### src/logic/prng_settings.svh
// Shared constants for the clearing PRNG, included by the package and the LFSR core
`ifndef PRNG_SETTINGS_SVH
`define PRNG_SETTINGS_SVH

// Width of the LFSR state and of each output share
`define PRNG_WIDTH 64

// Width of one word on the entropy port
`define PRNG_ENTROPY_WIDTH 32

// LFSR state right after reset
`define PRNG_DEFAULT_SEED 64'h3B9A_C5D1_7E42_86F0

// Galois feedback mask for x^64 + x^4 + x^3 + x + 1
// Bit b stands for the x^(b+1) term and the constant term is implicit
`define PRNG_LFSR_TAPS 64'h8000_0000_0000_000D

// Output bit i takes input bit (mul * i + add) mod 64
// Odd multipliers keep both mappings bijective
`define PRNG_STATE_PERM_MUL 5
`define PRNG_SHARE_PERM_MUL 13
`define PRNG_SHARE_PERM_ADD 7

`endif
### src/logic/prng_pkg.sv
// Types and word functions of the clearing PRNG, shared by the RTL and the testbench model
`include "prng_settings.svh"

package prng_pkg;

  // One LFSR state or one output share
  typedef logic [`PRNG_WIDTH-1:0] prng_word_t;

  // One word from the entropy port
  typedef logic [`PRNG_ENTROPY_WIDTH-1:0] entropy_word_t;

  // Reseed collector states
  // RS_WAIT_HIGH waits for the first word, RS_WAIT_LOW for the second
  typedef enum logic [1:0] {
    RS_IDLE      = 2'd0,
    RS_WAIT_LOW  = 2'd1,
    RS_WAIT_HIGH = 2'd2
  } reseed_state_e;

  // PRINCE 4-bit S-box
  localparam logic [3:0] prince_sbox [16] = '{
    4'hB, 4'hF, 4'h3, 4'h2, 4'hA, 4'hC, 4'h9, 4'h1,
    4'h6, 4'h7, 4'h8, 4'h0, 4'hE, 4'h5, 4'hD, 4'h4
  };

  // Affine bit permutation
  // Output bit i is input bit (mul * i + add) mod width
  function automatic prng_word_t bit_perm(input prng_word_t  x,
                                          input int unsigned mul,
                                          input int unsigned add);
    prng_word_t y;
    y = '0;
    for (int unsigned i = 0; i < `PRNG_WIDTH; i++) begin
      y[i] = x[(mul * i + add) % `PRNG_WIDTH];
    end
    return y;
  endfunction

  // Permutation applied to the LFSR state ahead of the S-boxes
  function automatic prng_word_t state_perm(input prng_word_t x);
    return bit_perm(x, `PRNG_STATE_PERM_MUL, 0);
  endfunction

  // Permutation that derives share 1 from share 0
  function automatic prng_word_t share_perm(input prng_word_t x);
    return bit_perm(x, `PRNG_SHARE_PERM_MUL, `PRNG_SHARE_PERM_ADD);
  endfunction

  // Share 0 output
  // Permute the state, then substitute every nibble
  function automatic prng_word_t nonlinear_out(input prng_word_t state);
    prng_word_t p;
    prng_word_t y;
    p = state_perm(state);
    for (int n = 0; n < `PRNG_WIDTH / 4; n++) begin
      y[4*n +: 4] = prince_sbox[p[4*n +: 4]];
    end
    return y;
  endfunction

endpackage

### src/logic/clearing_prng.sv
// Top level of the clearing PRNG; joins the reseed collector and the LFSR core behind plain ports
`timescale 1ns/1ps

module clearing_prng (
  input  logic                    clk_i,
  input  logic                    rst_ni,

  // Data port
  // Shares are valid in the cycle of the ack
  input  logic                    data_req_i,
  output logic                    data_ack_o,
  output prng_pkg::prng_word_t    data0_o,
  output prng_pkg::prng_word_t    data1_o,

  // Reseed port
  input  logic                    reseed_req_i,
  output logic                    reseed_ack_o,

  // Entropy port
  output logic                    entropy_req_o,
  input  logic                    entropy_ack_i,
  input  prng_pkg::entropy_word_t entropy_i
);
  import prng_pkg::*;

  logic       lfsr_en;
  logic       seed_en;
  prng_word_t seed;

  // LFSR advances once per acknowledged data cycle
  assign lfsr_en = data_req_i & data_ack_o;

  // Arbitration and seed packing
  prng_reseed_collector u_reseed (
    .clk_i         (clk_i),
    .rst_ni        (rst_ni),
    .data_req_i    (data_req_i),
    .data_ack_o    (data_ack_o),
    .reseed_req_i  (reseed_req_i),
    .reseed_ack_o  (reseed_ack_o),
    .entropy_req_o (entropy_req_o),
    .entropy_ack_i (entropy_ack_i),
    .entropy_i     (entropy_i),
    .seed_en_o     (seed_en),
    .seed_o        (seed)
  );

  // State, non-linear output and share 1
  prng_lfsr_core u_lfsr (
    .clk_i     (clk_i),
    .rst_ni    (rst_ni),
    .lfsr_en_i (lfsr_en),
    .seed_en_i (seed_en),
    .seed_i    (seed),
    .data0_o   (data0_o),
    .data1_o   (data1_o)
  );

endmodule

### src/logic/prng_lfsr_core.sv
// LFSR core of the clearing PRNG; steps on data acks, loads seeds and forms both output shares
`timescale 1ns/1ps
`include "prng_settings.svh"

module prng_lfsr_core (
  input  logic                 clk_i,
  input  logic                 rst_ni,

  // Step and seed controls
  input  logic                 lfsr_en_i,
  input  logic                 seed_en_i,
  input  prng_pkg::prng_word_t seed_i,

  // Output shares
  output prng_pkg::prng_word_t data0_o,
  output prng_pkg::prng_word_t data1_o
);
  import prng_pkg::*;

  prng_word_t state_q;
  prng_word_t state_d;
  prng_word_t lfsr_step;
  prng_word_t fb_mask;

  // Feedback is applied only when the dropped bit is set
  assign fb_mask = {`PRNG_WIDTH{state_q[0]}} & `PRNG_LFSR_TAPS;

  // Galois XOR step, shifting towards bit 0
  assign lfsr_step = (state_q >> 1) ^ fb_mask;

  // Seeding has priority over stepping
  always_comb begin
    if (seed_en_i) begin
      state_d = seed_i;
    end else if (lfsr_en_i) begin
      state_d = lfsr_step;
    end else begin
      state_d = state_q;
    end
  end

  // State register
  // Reset value is a fixed nonzero seed
  always_ff @(posedge clk_i or negedge rst_ni) begin
    if (!rst_ni) begin
      state_q <= `PRNG_DEFAULT_SEED;
    end else begin
      state_q <= state_d;
    end
  end

  // Share 0 from the permuted state through the S-box layer
  assign data0_o = nonlinear_out(state_q);

  // Share 1 is a fixed rewiring of share 0
  assign data1_o = share_perm(data0_o);

  // Both permutations must hit every bit once
  // A one-hot sweep ORs up to all ones only for a bijection
  initial begin : p_perm_check
    prng_word_t state_cover;
    prng_word_t share_cover;
    prng_word_t one_hot;
    state_cover = '0;
    share_cover = '0;
    for (int i = 0; i < `PRNG_WIDTH; i++) begin
      one_hot     = prng_word_t'(1) << i;
      state_cover = state_cover | state_perm(one_hot);
      share_cover = share_cover | share_perm(one_hot);
    end
    assert (&state_cover)
      else $error("state permutation is not bijective");
    assert (&share_cover)
      else $error("share permutation is not bijective");
  end

  // An all-zero state would lock the LFSR for good
  // Reached only through a zero seed from the entropy port
  assert property (@(posedge clk_i) disable iff (!rst_ni)
    state_q != '0)
    else $error("LFSR state is all zeros");

endmodule

### src/logic/prng_reseed_collector.sv
// Reseed arbiter of the clearing PRNG; gates data acks and packs two entropy words into a seed
`timescale 1ns/1ps

module prng_reseed_collector (
  input  logic                    clk_i,
  input  logic                    rst_ni,

  // Consumer side
  input  logic                    data_req_i,
  output logic                    data_ack_o,
  input  logic                    reseed_req_i,
  output logic                    reseed_ack_o,

  // Entropy source
  output logic                    entropy_req_o,
  input  logic                    entropy_ack_i,
  input  prng_pkg::entropy_word_t entropy_i,

  // Seed towards the LFSR core
  output logic                    seed_en_o,
  output prng_pkg::prng_word_t    seed_o
);
  import prng_pkg::*;

  reseed_state_e state_q;
  reseed_state_e state_d;
  entropy_word_t buffer_q;
  logic          word_taken;
  logic          high_word;

  // Reseed wins over data, so data acks stall while a reseed is pending
  assign data_ack_o = reseed_req_i ? 1'b0 : data_req_i;

  // Entropy is requested for as long as the consumer asks for a reseed
  // The consumer drops its request after the ack, which ends the entropy request too
  assign entropy_req_o = reseed_req_i;

  // Handshake on the entropy port
  assign word_taken = entropy_req_o & entropy_ack_i;

  // First word of a reseed goes to the high half
  assign high_word = word_taken & (state_q != RS_WAIT_LOW);

  // Second word completes the seed in the same cycle
  assign seed_en_o    = word_taken & (state_q == RS_WAIT_LOW);
  assign reseed_ack_o = seed_en_o;

  // Buffered high word joined with the live low word
  assign seed_o = {buffer_q, entropy_i};

  // Next state
  always_comb begin
    state_d = state_q;
    unique case (state_q)
      RS_IDLE: begin
        // First accepted word moves on to the low half
        if (high_word) begin
          state_d = RS_WAIT_LOW;
        end
      end
      RS_WAIT_LOW: begin
        // Seed loads at this edge
        if (seed_en_o || !reseed_req_i) begin
          state_d = RS_IDLE;
        end
      end
      default: begin
        state_d = RS_IDLE;
      end
    endcase
  end

  // State register
  always_ff @(posedge clk_i or negedge rst_ni) begin
    if (!rst_ni) begin
      state_q <= RS_IDLE;
    end else begin
      state_q <= state_d;
    end
  end

  // High word buffer
  always_ff @(posedge clk_i) begin
    if (high_word) begin
      buffer_q <= entropy_i;
    end
  end

  // The consumer keeps asking until the seed is complete
  assert property (@(posedge clk_i) disable iff (!rst_ni)
    reseed_req_i && !reseed_ack_o |=> reseed_req_i)
    else $error("reseed_req_i dropped before reseed_ack_o");

  // No further entropy is requested once the seed has loaded
  assert property (@(posedge clk_i) disable iff (!rst_ni)
    reseed_ack_o |=> !entropy_req_o)
    else $error("entropy_req_o still high after reseed_ack_o");

endmodule

### config.mk
export PLATFORM = sky130hd
export DESIGN_NAME = clearing_prng
export DESIGN_NICKNAME = d
export VERILOG_FILES = /design/src/logic/prng_pkg.sv /design/src/logic/clearing_prng.sv /design/src/logic/prng_lfsr_core.sv /design/src/logic/prng_reseed_collector.sv
export VERILOG_INCLUDE_DIRS = /design/src /design/src/logic
export SDC_FILE = /design/constraint.sdc
export NUM_CORES = 1
export LEC_CHECK = 0
export ABC_AREA = 1
export BUFFER_PORTS_ARGS = -buffer_cell sky130_fd_sc_hd__buf_2
export CORE_MARGIN = 2
export CORE_UTILIZATION = 50
export DETAILED_ROUTE_END_ITERATION = 7
export HOLD_SLACK_MARGIN = 0.15
export PLACE_DENSITY = 0.81
export SYNTH_ARGS = -nofsm -noshare
export SYNTH_HDL_FRONTEND = slang
export SYNTH_SLANG_ARGS = --single-unit
### constraint.sdc
create_clock -name clk_i -period 2.3 [get_ports clk_i]
set_input_delay 0.46 -clock clk_i [delete_from_list [all_inputs] [get_ports clk_i]]
set_output_delay 0.46 -clock clk_i [all_outputs]
set_load 0.02 [all_outputs]
* After elaboration in Yosys (flattened, before gate mapping)
Memory sizes are Yosys's and may differ from the RTL's. Index checks and enable logic that the tools add are counted.
Storage, ports and cells: register bits 98, latch bits 0, RAM bits 0, memory bits (read-only) 1024, bits of input ports 37, output and inout port bits 131, memories 16
Memories:
- (no name shown) | depth 16, bits a word 4, rd ports 1, clocked after memory_dff 0, wr ports 0, line prng_pkg.sv:56 | y[4*n +: 4] = prince_sbox[p[4*n +: 4]];
- (no name shown) | depth 16, bits a word 4, rd ports 1, clocked after memory_dff 0, wr ports 0, line prng_pkg.sv:56
- (no name shown) | depth 16, bits a word 4, rd ports 1, clocked after memory_dff 0, wr ports 0, line prng_pkg.sv:56
- (no name shown) | depth 16, bits a word 4, rd ports 1, clocked after memory_dff 0, wr ports 0, line prng_pkg.sv:56
- (no name shown) | depth 16, bits a word 4, rd ports 1, clocked after memory_dff 0, wr ports 0, line prng_pkg.sv:56
- (no name shown) | depth 16, bits a word 4, rd ports 1, clocked after memory_dff 0, wr ports 0, line prng_pkg.sv:56
- +10 memories
Operators by class: add/subtract/negate cells 0, multipliers 0, div/mod/pow operators 0, magnitude comparators 16, equal/unequal tests 4, shift-type cells 0, mux-type cells 38, bitwise logic cells 21, reductions and logical operators 5
Operators by type and width (number):
- 4-bit two-way mux | 32
- 64-bit two-way mux | 2
- 5-bit >= comparator, second input constant | 16
- 4-bit inverter with 5-bit output | 16
- 63-bit by 64-bit XOR with 64-bit output | 1
- 1-bit bitwise AND | 4
- 2-bit two-way mux | 2
- 2-bit by 1-bit != test with 1-bit output, second input constant | 2
- 2-bit one-hot mux with 2 select lines | 1
- 2-bit by 1-bit == test with 1-bit output, second input constant | 1
- 2-bit logical NOT | 1
- 2-bit != test, second input constant | 1
- 2-bit AND reduction | 1
- 2-bit nonzero test | 1
- 1-bit logical NOT | 1
- 1-bit logical OR | 1
- 1-bit two-way mux | 1

* Logic depth before layout (Yosys ltp)
word-level depth 5, gate-level depth with buffers 7, gate-level depth less buffers 6

* By module
A second synthesis with hierarchy kept.
Unflattened totals: cell total of the unflattened synthesis 967, area, all modules 7374.6 um^2
Modules (own cells, without submodules):
- prng_lfsr_core | instances 1, cells an instance 888, area each 6085.8 um^2, seq. area each 1641.6 um^2
- prng_reseed_collector | instances 1, cells an instance 77, area each 1281.2 um^2, seq. area each 985.9 um^2
- clearing_prng | instances 1, cells an instance 2, area each 7.5 um^2, seq. area each 0.0 um^2

* Worst setup path after synthesis
OpenSTA, ideal clock, no wires.
kind input -> register, start input reseed_req_i, end register u_reseed.buffer_q[0], enable pin, setup time 421 ps, arrival 1888 ps, required time 1879 ps, path slack -9 ps, cell stages on the path 2, path through nand2_1 nor2_1
On the way: word-level cells in the longest chain between the ends 2
RTL lines:
- from (decl) | line clearing_prng.sv:16 | input logic reseed_req_i,
- 1-bit bitwise AND | line prng_reseed_collector.sv:39 | assign word_taken = entropy_req_o & entropy_ack_i;
- 1-bit bitwise AND | line prng_reseed_collector.sv:42 | assign high_word = word_taken & (state_q != RS_WAIT_LOW);
- net u_reseed.high_word | line prng_reseed_collector.sv:29 | logic high_word;
- to (signal assigned) | line prng_reseed_collector.sv:85 | buffer_q <= entropy_i;
- to (decl) | line prng_reseed_collector.sv:27 | entropy_word_t buffer_q;
The timed path passes the listed nets, and every way through them passes these cells. A chain may end at the register's enable or synchronous reset.

* Final worst setup path
start register u_lfsr.state_q[5], end output data0_o[0]
On the way: word-level cells in the longest chain between the ends 4
RTL lines:
- from (decl) | line prng_lfsr_core.sv:20 | prng_word_t state_q;
- from (signal assigned) | line prng_lfsr_core.sv:46 | state_q <= `PRNG_DEFAULT_SEED;
- from (signal assigned) | line prng_lfsr_core.sv:48 | state_q <= state_d;
- 4-bit inverter with 5-bit output (not written as such) | line prng_pkg.sv:56
- memory read 16 x 4 bit
- 4-bit two-way mux (not written as such) (2 in a row) | line prng_pkg.sv:56
- to (decl) | line clearing_prng.sv:12 | output prng_pkg::prng_word_t data0_o,
No other way between the ends. The select of a mux whose other input is x is not followed.

==> results.json <==
{
  "dpl_cell_area_mm2": 0.00756,
  "finalInstanceArea_mm2": 0.00791,
  "htreeDepth": 3,
  "dieArea_mm2": 0.0155,
  "tns_ps": 0,
  "clockBufferDepth": 2,
  "crit_type": "register to output pin",
  "seq_area_mm2": 0.00263,
  "cp_max_fo": 7,
  "portBuffers": 167,
  "dr.pass1.iters": 4,
  "grt_pass1_wl_um": 27200,
  "yosysTopAreaCell": "edfxtp_1",
  "syn_area_mm2": 0.00724,
  "wl_um": 16900,
  "multiInputGateArea_mm2": 0.00341,
  "drtIter0Drc": 352,
  "post-route-period-util_pct": 96.1,
  "ys_types": 26,
  "grt_pass1_vias": 5255,
  "drive_above_1_share_pct": 31.3,
  "endpoint_kind": "output pin",
  "power_leakage_nw": 3.92,
  "coreArea_mm2": 0.0140,
  "via_per_inst": 5.12,
  "status": "complete, no violations",
  "grt_use_total_pct": 21.6,
  "drtAntennaViolNets": 0,
  "wire_per_inst_um": 15.0,
  "place.gp.congestion": 0.879,
  "critPathArrivalTime_ps": 1750,
  "fin_skew_ps": 6.77,
  "yosysWarnings": 0,
  "synth.top_cell.area_share_pct": 13.3,
  "cts_buffers": 9,
  "fin_cells": 1122,
  "num-nets-final": 1046,
  "clockRootBuffer": "clkbuf_16",
  "synth_nets": 957,
  "initial_core_util_pct": 51.8,
  "period_needed_ps": 2210,
  "post-route-util_pct": 56.5,
  "slew_headroom_pct": 53.2,
  "dpl.cell_count": 1100,
  "powerDensity_mw_per_mm2": 1070,
  "overflow": 0,
  "wl_met1_um": 7910,
  "grt_max_degree": 89,
  "drv_cap": 0,
  "fillers": 1275,
  "num_rows": 43,
  "clk_pin_slew_worst_paths_ps": 70,
  "topRoutingLayerUsed": "met4",
  "ir_drop_mv": 0.530,
  "met2RoutedLength_um": 7650,
  "hold_viol_final": 0,
  "hold_path.class": "input port to register",
  "ys_top_cells_by_area": "edfxtp_1, ha_1, dfstp_2, dfrtp_1, nand2_1",
  "finalMaxSlewViolations": 0,
  "vias": 5749,
  "routed-wl-met3_um": 936,
  "setup_viol": 0,
  "tightestPinTransition_ps": 702,
  "die_w_um": 124,
  "seq_area_frac_synth_pct": 36.3,
  "clk_latency_ps": 350,
  "avgSynthCellArea_um2": 8.57,
  "rsz0062_at_grt": "no",
  "die_h_um": 124,
  "cts.sinks": 97,
  "antenna_found_initial": 2,
  "io_pins": 168,
  "setup.worst_path.start_class": "register",
  "dp_hpwl_um": 12400,
  "cts_tree": "yes",
  "netlist_instances": 845,
  "critPathRequiredTime_ps": 1840,
  "drc": 0,
  "ys_ff_latch": 97,
  "area_growth_pct": 9.26,
  "fmax_mhz": 453
}
==> synth_stat cells, drive strengths merged <==
library cell / count
ha: 75
nor2: 27
dfstp: 32
mux2i: 14
o21ai: 179
dfrtp: 33
buf: 86
clkbuf: 14
a21oi: 37
a31oi: 11
nand2: 176
inv: 103
edfxtp: 32
nand3: 9
o22ai: 17
==> cell type report <==
| class | count | share of cell area [%] |
|---|---|---|
| Multi-Input combinational cell | 545 | 43.1 |
| Sequential cell | 97 | 33.2 |
| Timing Repair Buffer | 178 | 12.0 |
| Inverter | 103 | 4.92 |
| Clock buffer | 12 | 3.51 |
| Tap cell | 180 | 2.85 |
| Clock inverter | 4 | 0.301 |
| Antenna cell | 3 | 0.0949 |
==> flip-flops by register name (all words and copies together) (netlist names) <==
signal             cells
u_reseed.state_q       1
u_lfsr.state_q        64
u_reseed.buffer_q     32
==> power breakdown <==
group / internal, mW / switching [mW] / leakage (nW)
registers: 2.20 / 0.493 / 1.04
logic: 1.43 / 2.86 / 2.74
clock network: 0.853 / 0.649 / 0.143
==> worst max-delay path, cell delays in order, from the launching register on <==
cell and delay, ps:
dfstp_2 600, inv_1 110, ha_1 280, nor2_1 40, o21ai_1 180, buf_2 190
==> cell usage in the layout, fill, tap and decap left out, types with 2 or more instances in the layout <==
cell type   synthesis  layout
nand2_1           174     174
buf_2               0     165
inv_1             101     101
ha_1               75      75
o21ai_0            69      62
o21ai_2            60      60
o21ai_1            50      57
a21oi_1            37      37
dfstp_2            32      32
edfxtp_1           32      32
dfrtp_1            33      31
nor2_1             26      25
o22ai_1            17      16
mux2i_1            14      14
a31oi_1            11      11
clkbuf_16           0      10
buf_4              72      10
nand3_1             8       8
diode_2             0       3
nor2_2              1       2
nand2_4             2       2
clkbuf_8            0       2
clkinvlp_4          0       2
buf_12              6       2
dfrtp_2             0       2
==> path summary, 6_finish.rpt <==
check | startpoint | to | slack (ps) | cells past startpoint
setup / recovery | u_lfsr.state_q[5] | data0_o[0] | 90 | 5
hold / removal | entropy_i[3] | u_reseed.buffer_q[3] | 300 | 1
setup reg to reg | u_reseed.state_q[0] | u_lfsr.state_q[43] | 760 | 5
hold reg to reg | u_reseed.buffer_q[6] | u_lfsr.state_q[38] | 460 | 2
max in group asynchronous | rst_ni | u_lfsr.state_q[61] | 1280 | 3
min in group asynchronous | rst_ni | u_lfsr.state_q[13] | 640 | 3
==> repair_timing <==
action / in CTS / in global routing
endpoints found under the setup margin: 2 / 14
gates cloned: 0 / 0
hold endpoints to repair: 5 / 0
hold buffers: 1 / 0
buffers inserted: 0 / 2
resized for setup: 1 / 11
==> per-layer routing <==
metal | up-vias | global-route usage (%)
met5 | - | 0
met4 | 0 | 6.41
met2 | 181 | 34.7
met1 | 2659 | 30.4
met3 | 19 | 3.01
li1 | 2890 | -
==> logic make-up (layout without fill, tap and decap cells) <==
| group | count (synthesis) | after routing | synth area share [%] |
|---|---|---|---|
| other | 0 | 3 | 0 |
| adders and majority gates | 75 | 75 | 13.0 |
| buffers and inverters | 203 | 297 | 16.8 |
| muxes | 14 | 14 | 1.94 |
| DFF | 97 | 97 | 36.3 |
| AOI/OAI and AO/OA | 244 | 244 | 20.5 |
| and+or+nand+nor | 212 | 212 | 11.6 |
==> metrics by stage <==
| step | hold slack, ps | setup slack (ps) | power [mW] |
|---|---|---|---|
| 6_report | 299 | 90.4 | 8.48 |
| 3_5_place_dp | 450 | 361 | 6.97 |
| 4_1_cts | 293 | 48.4 | 8.48 |
| 3_3_place_gp | 448 | 401 | 6.88 |
| 2_1_floorplan | 164 | 73.0 | 6.21 |
| 5_1_grt | 299 | 5.20 | 9.06 |
Power figures use the tool's default switching activity.
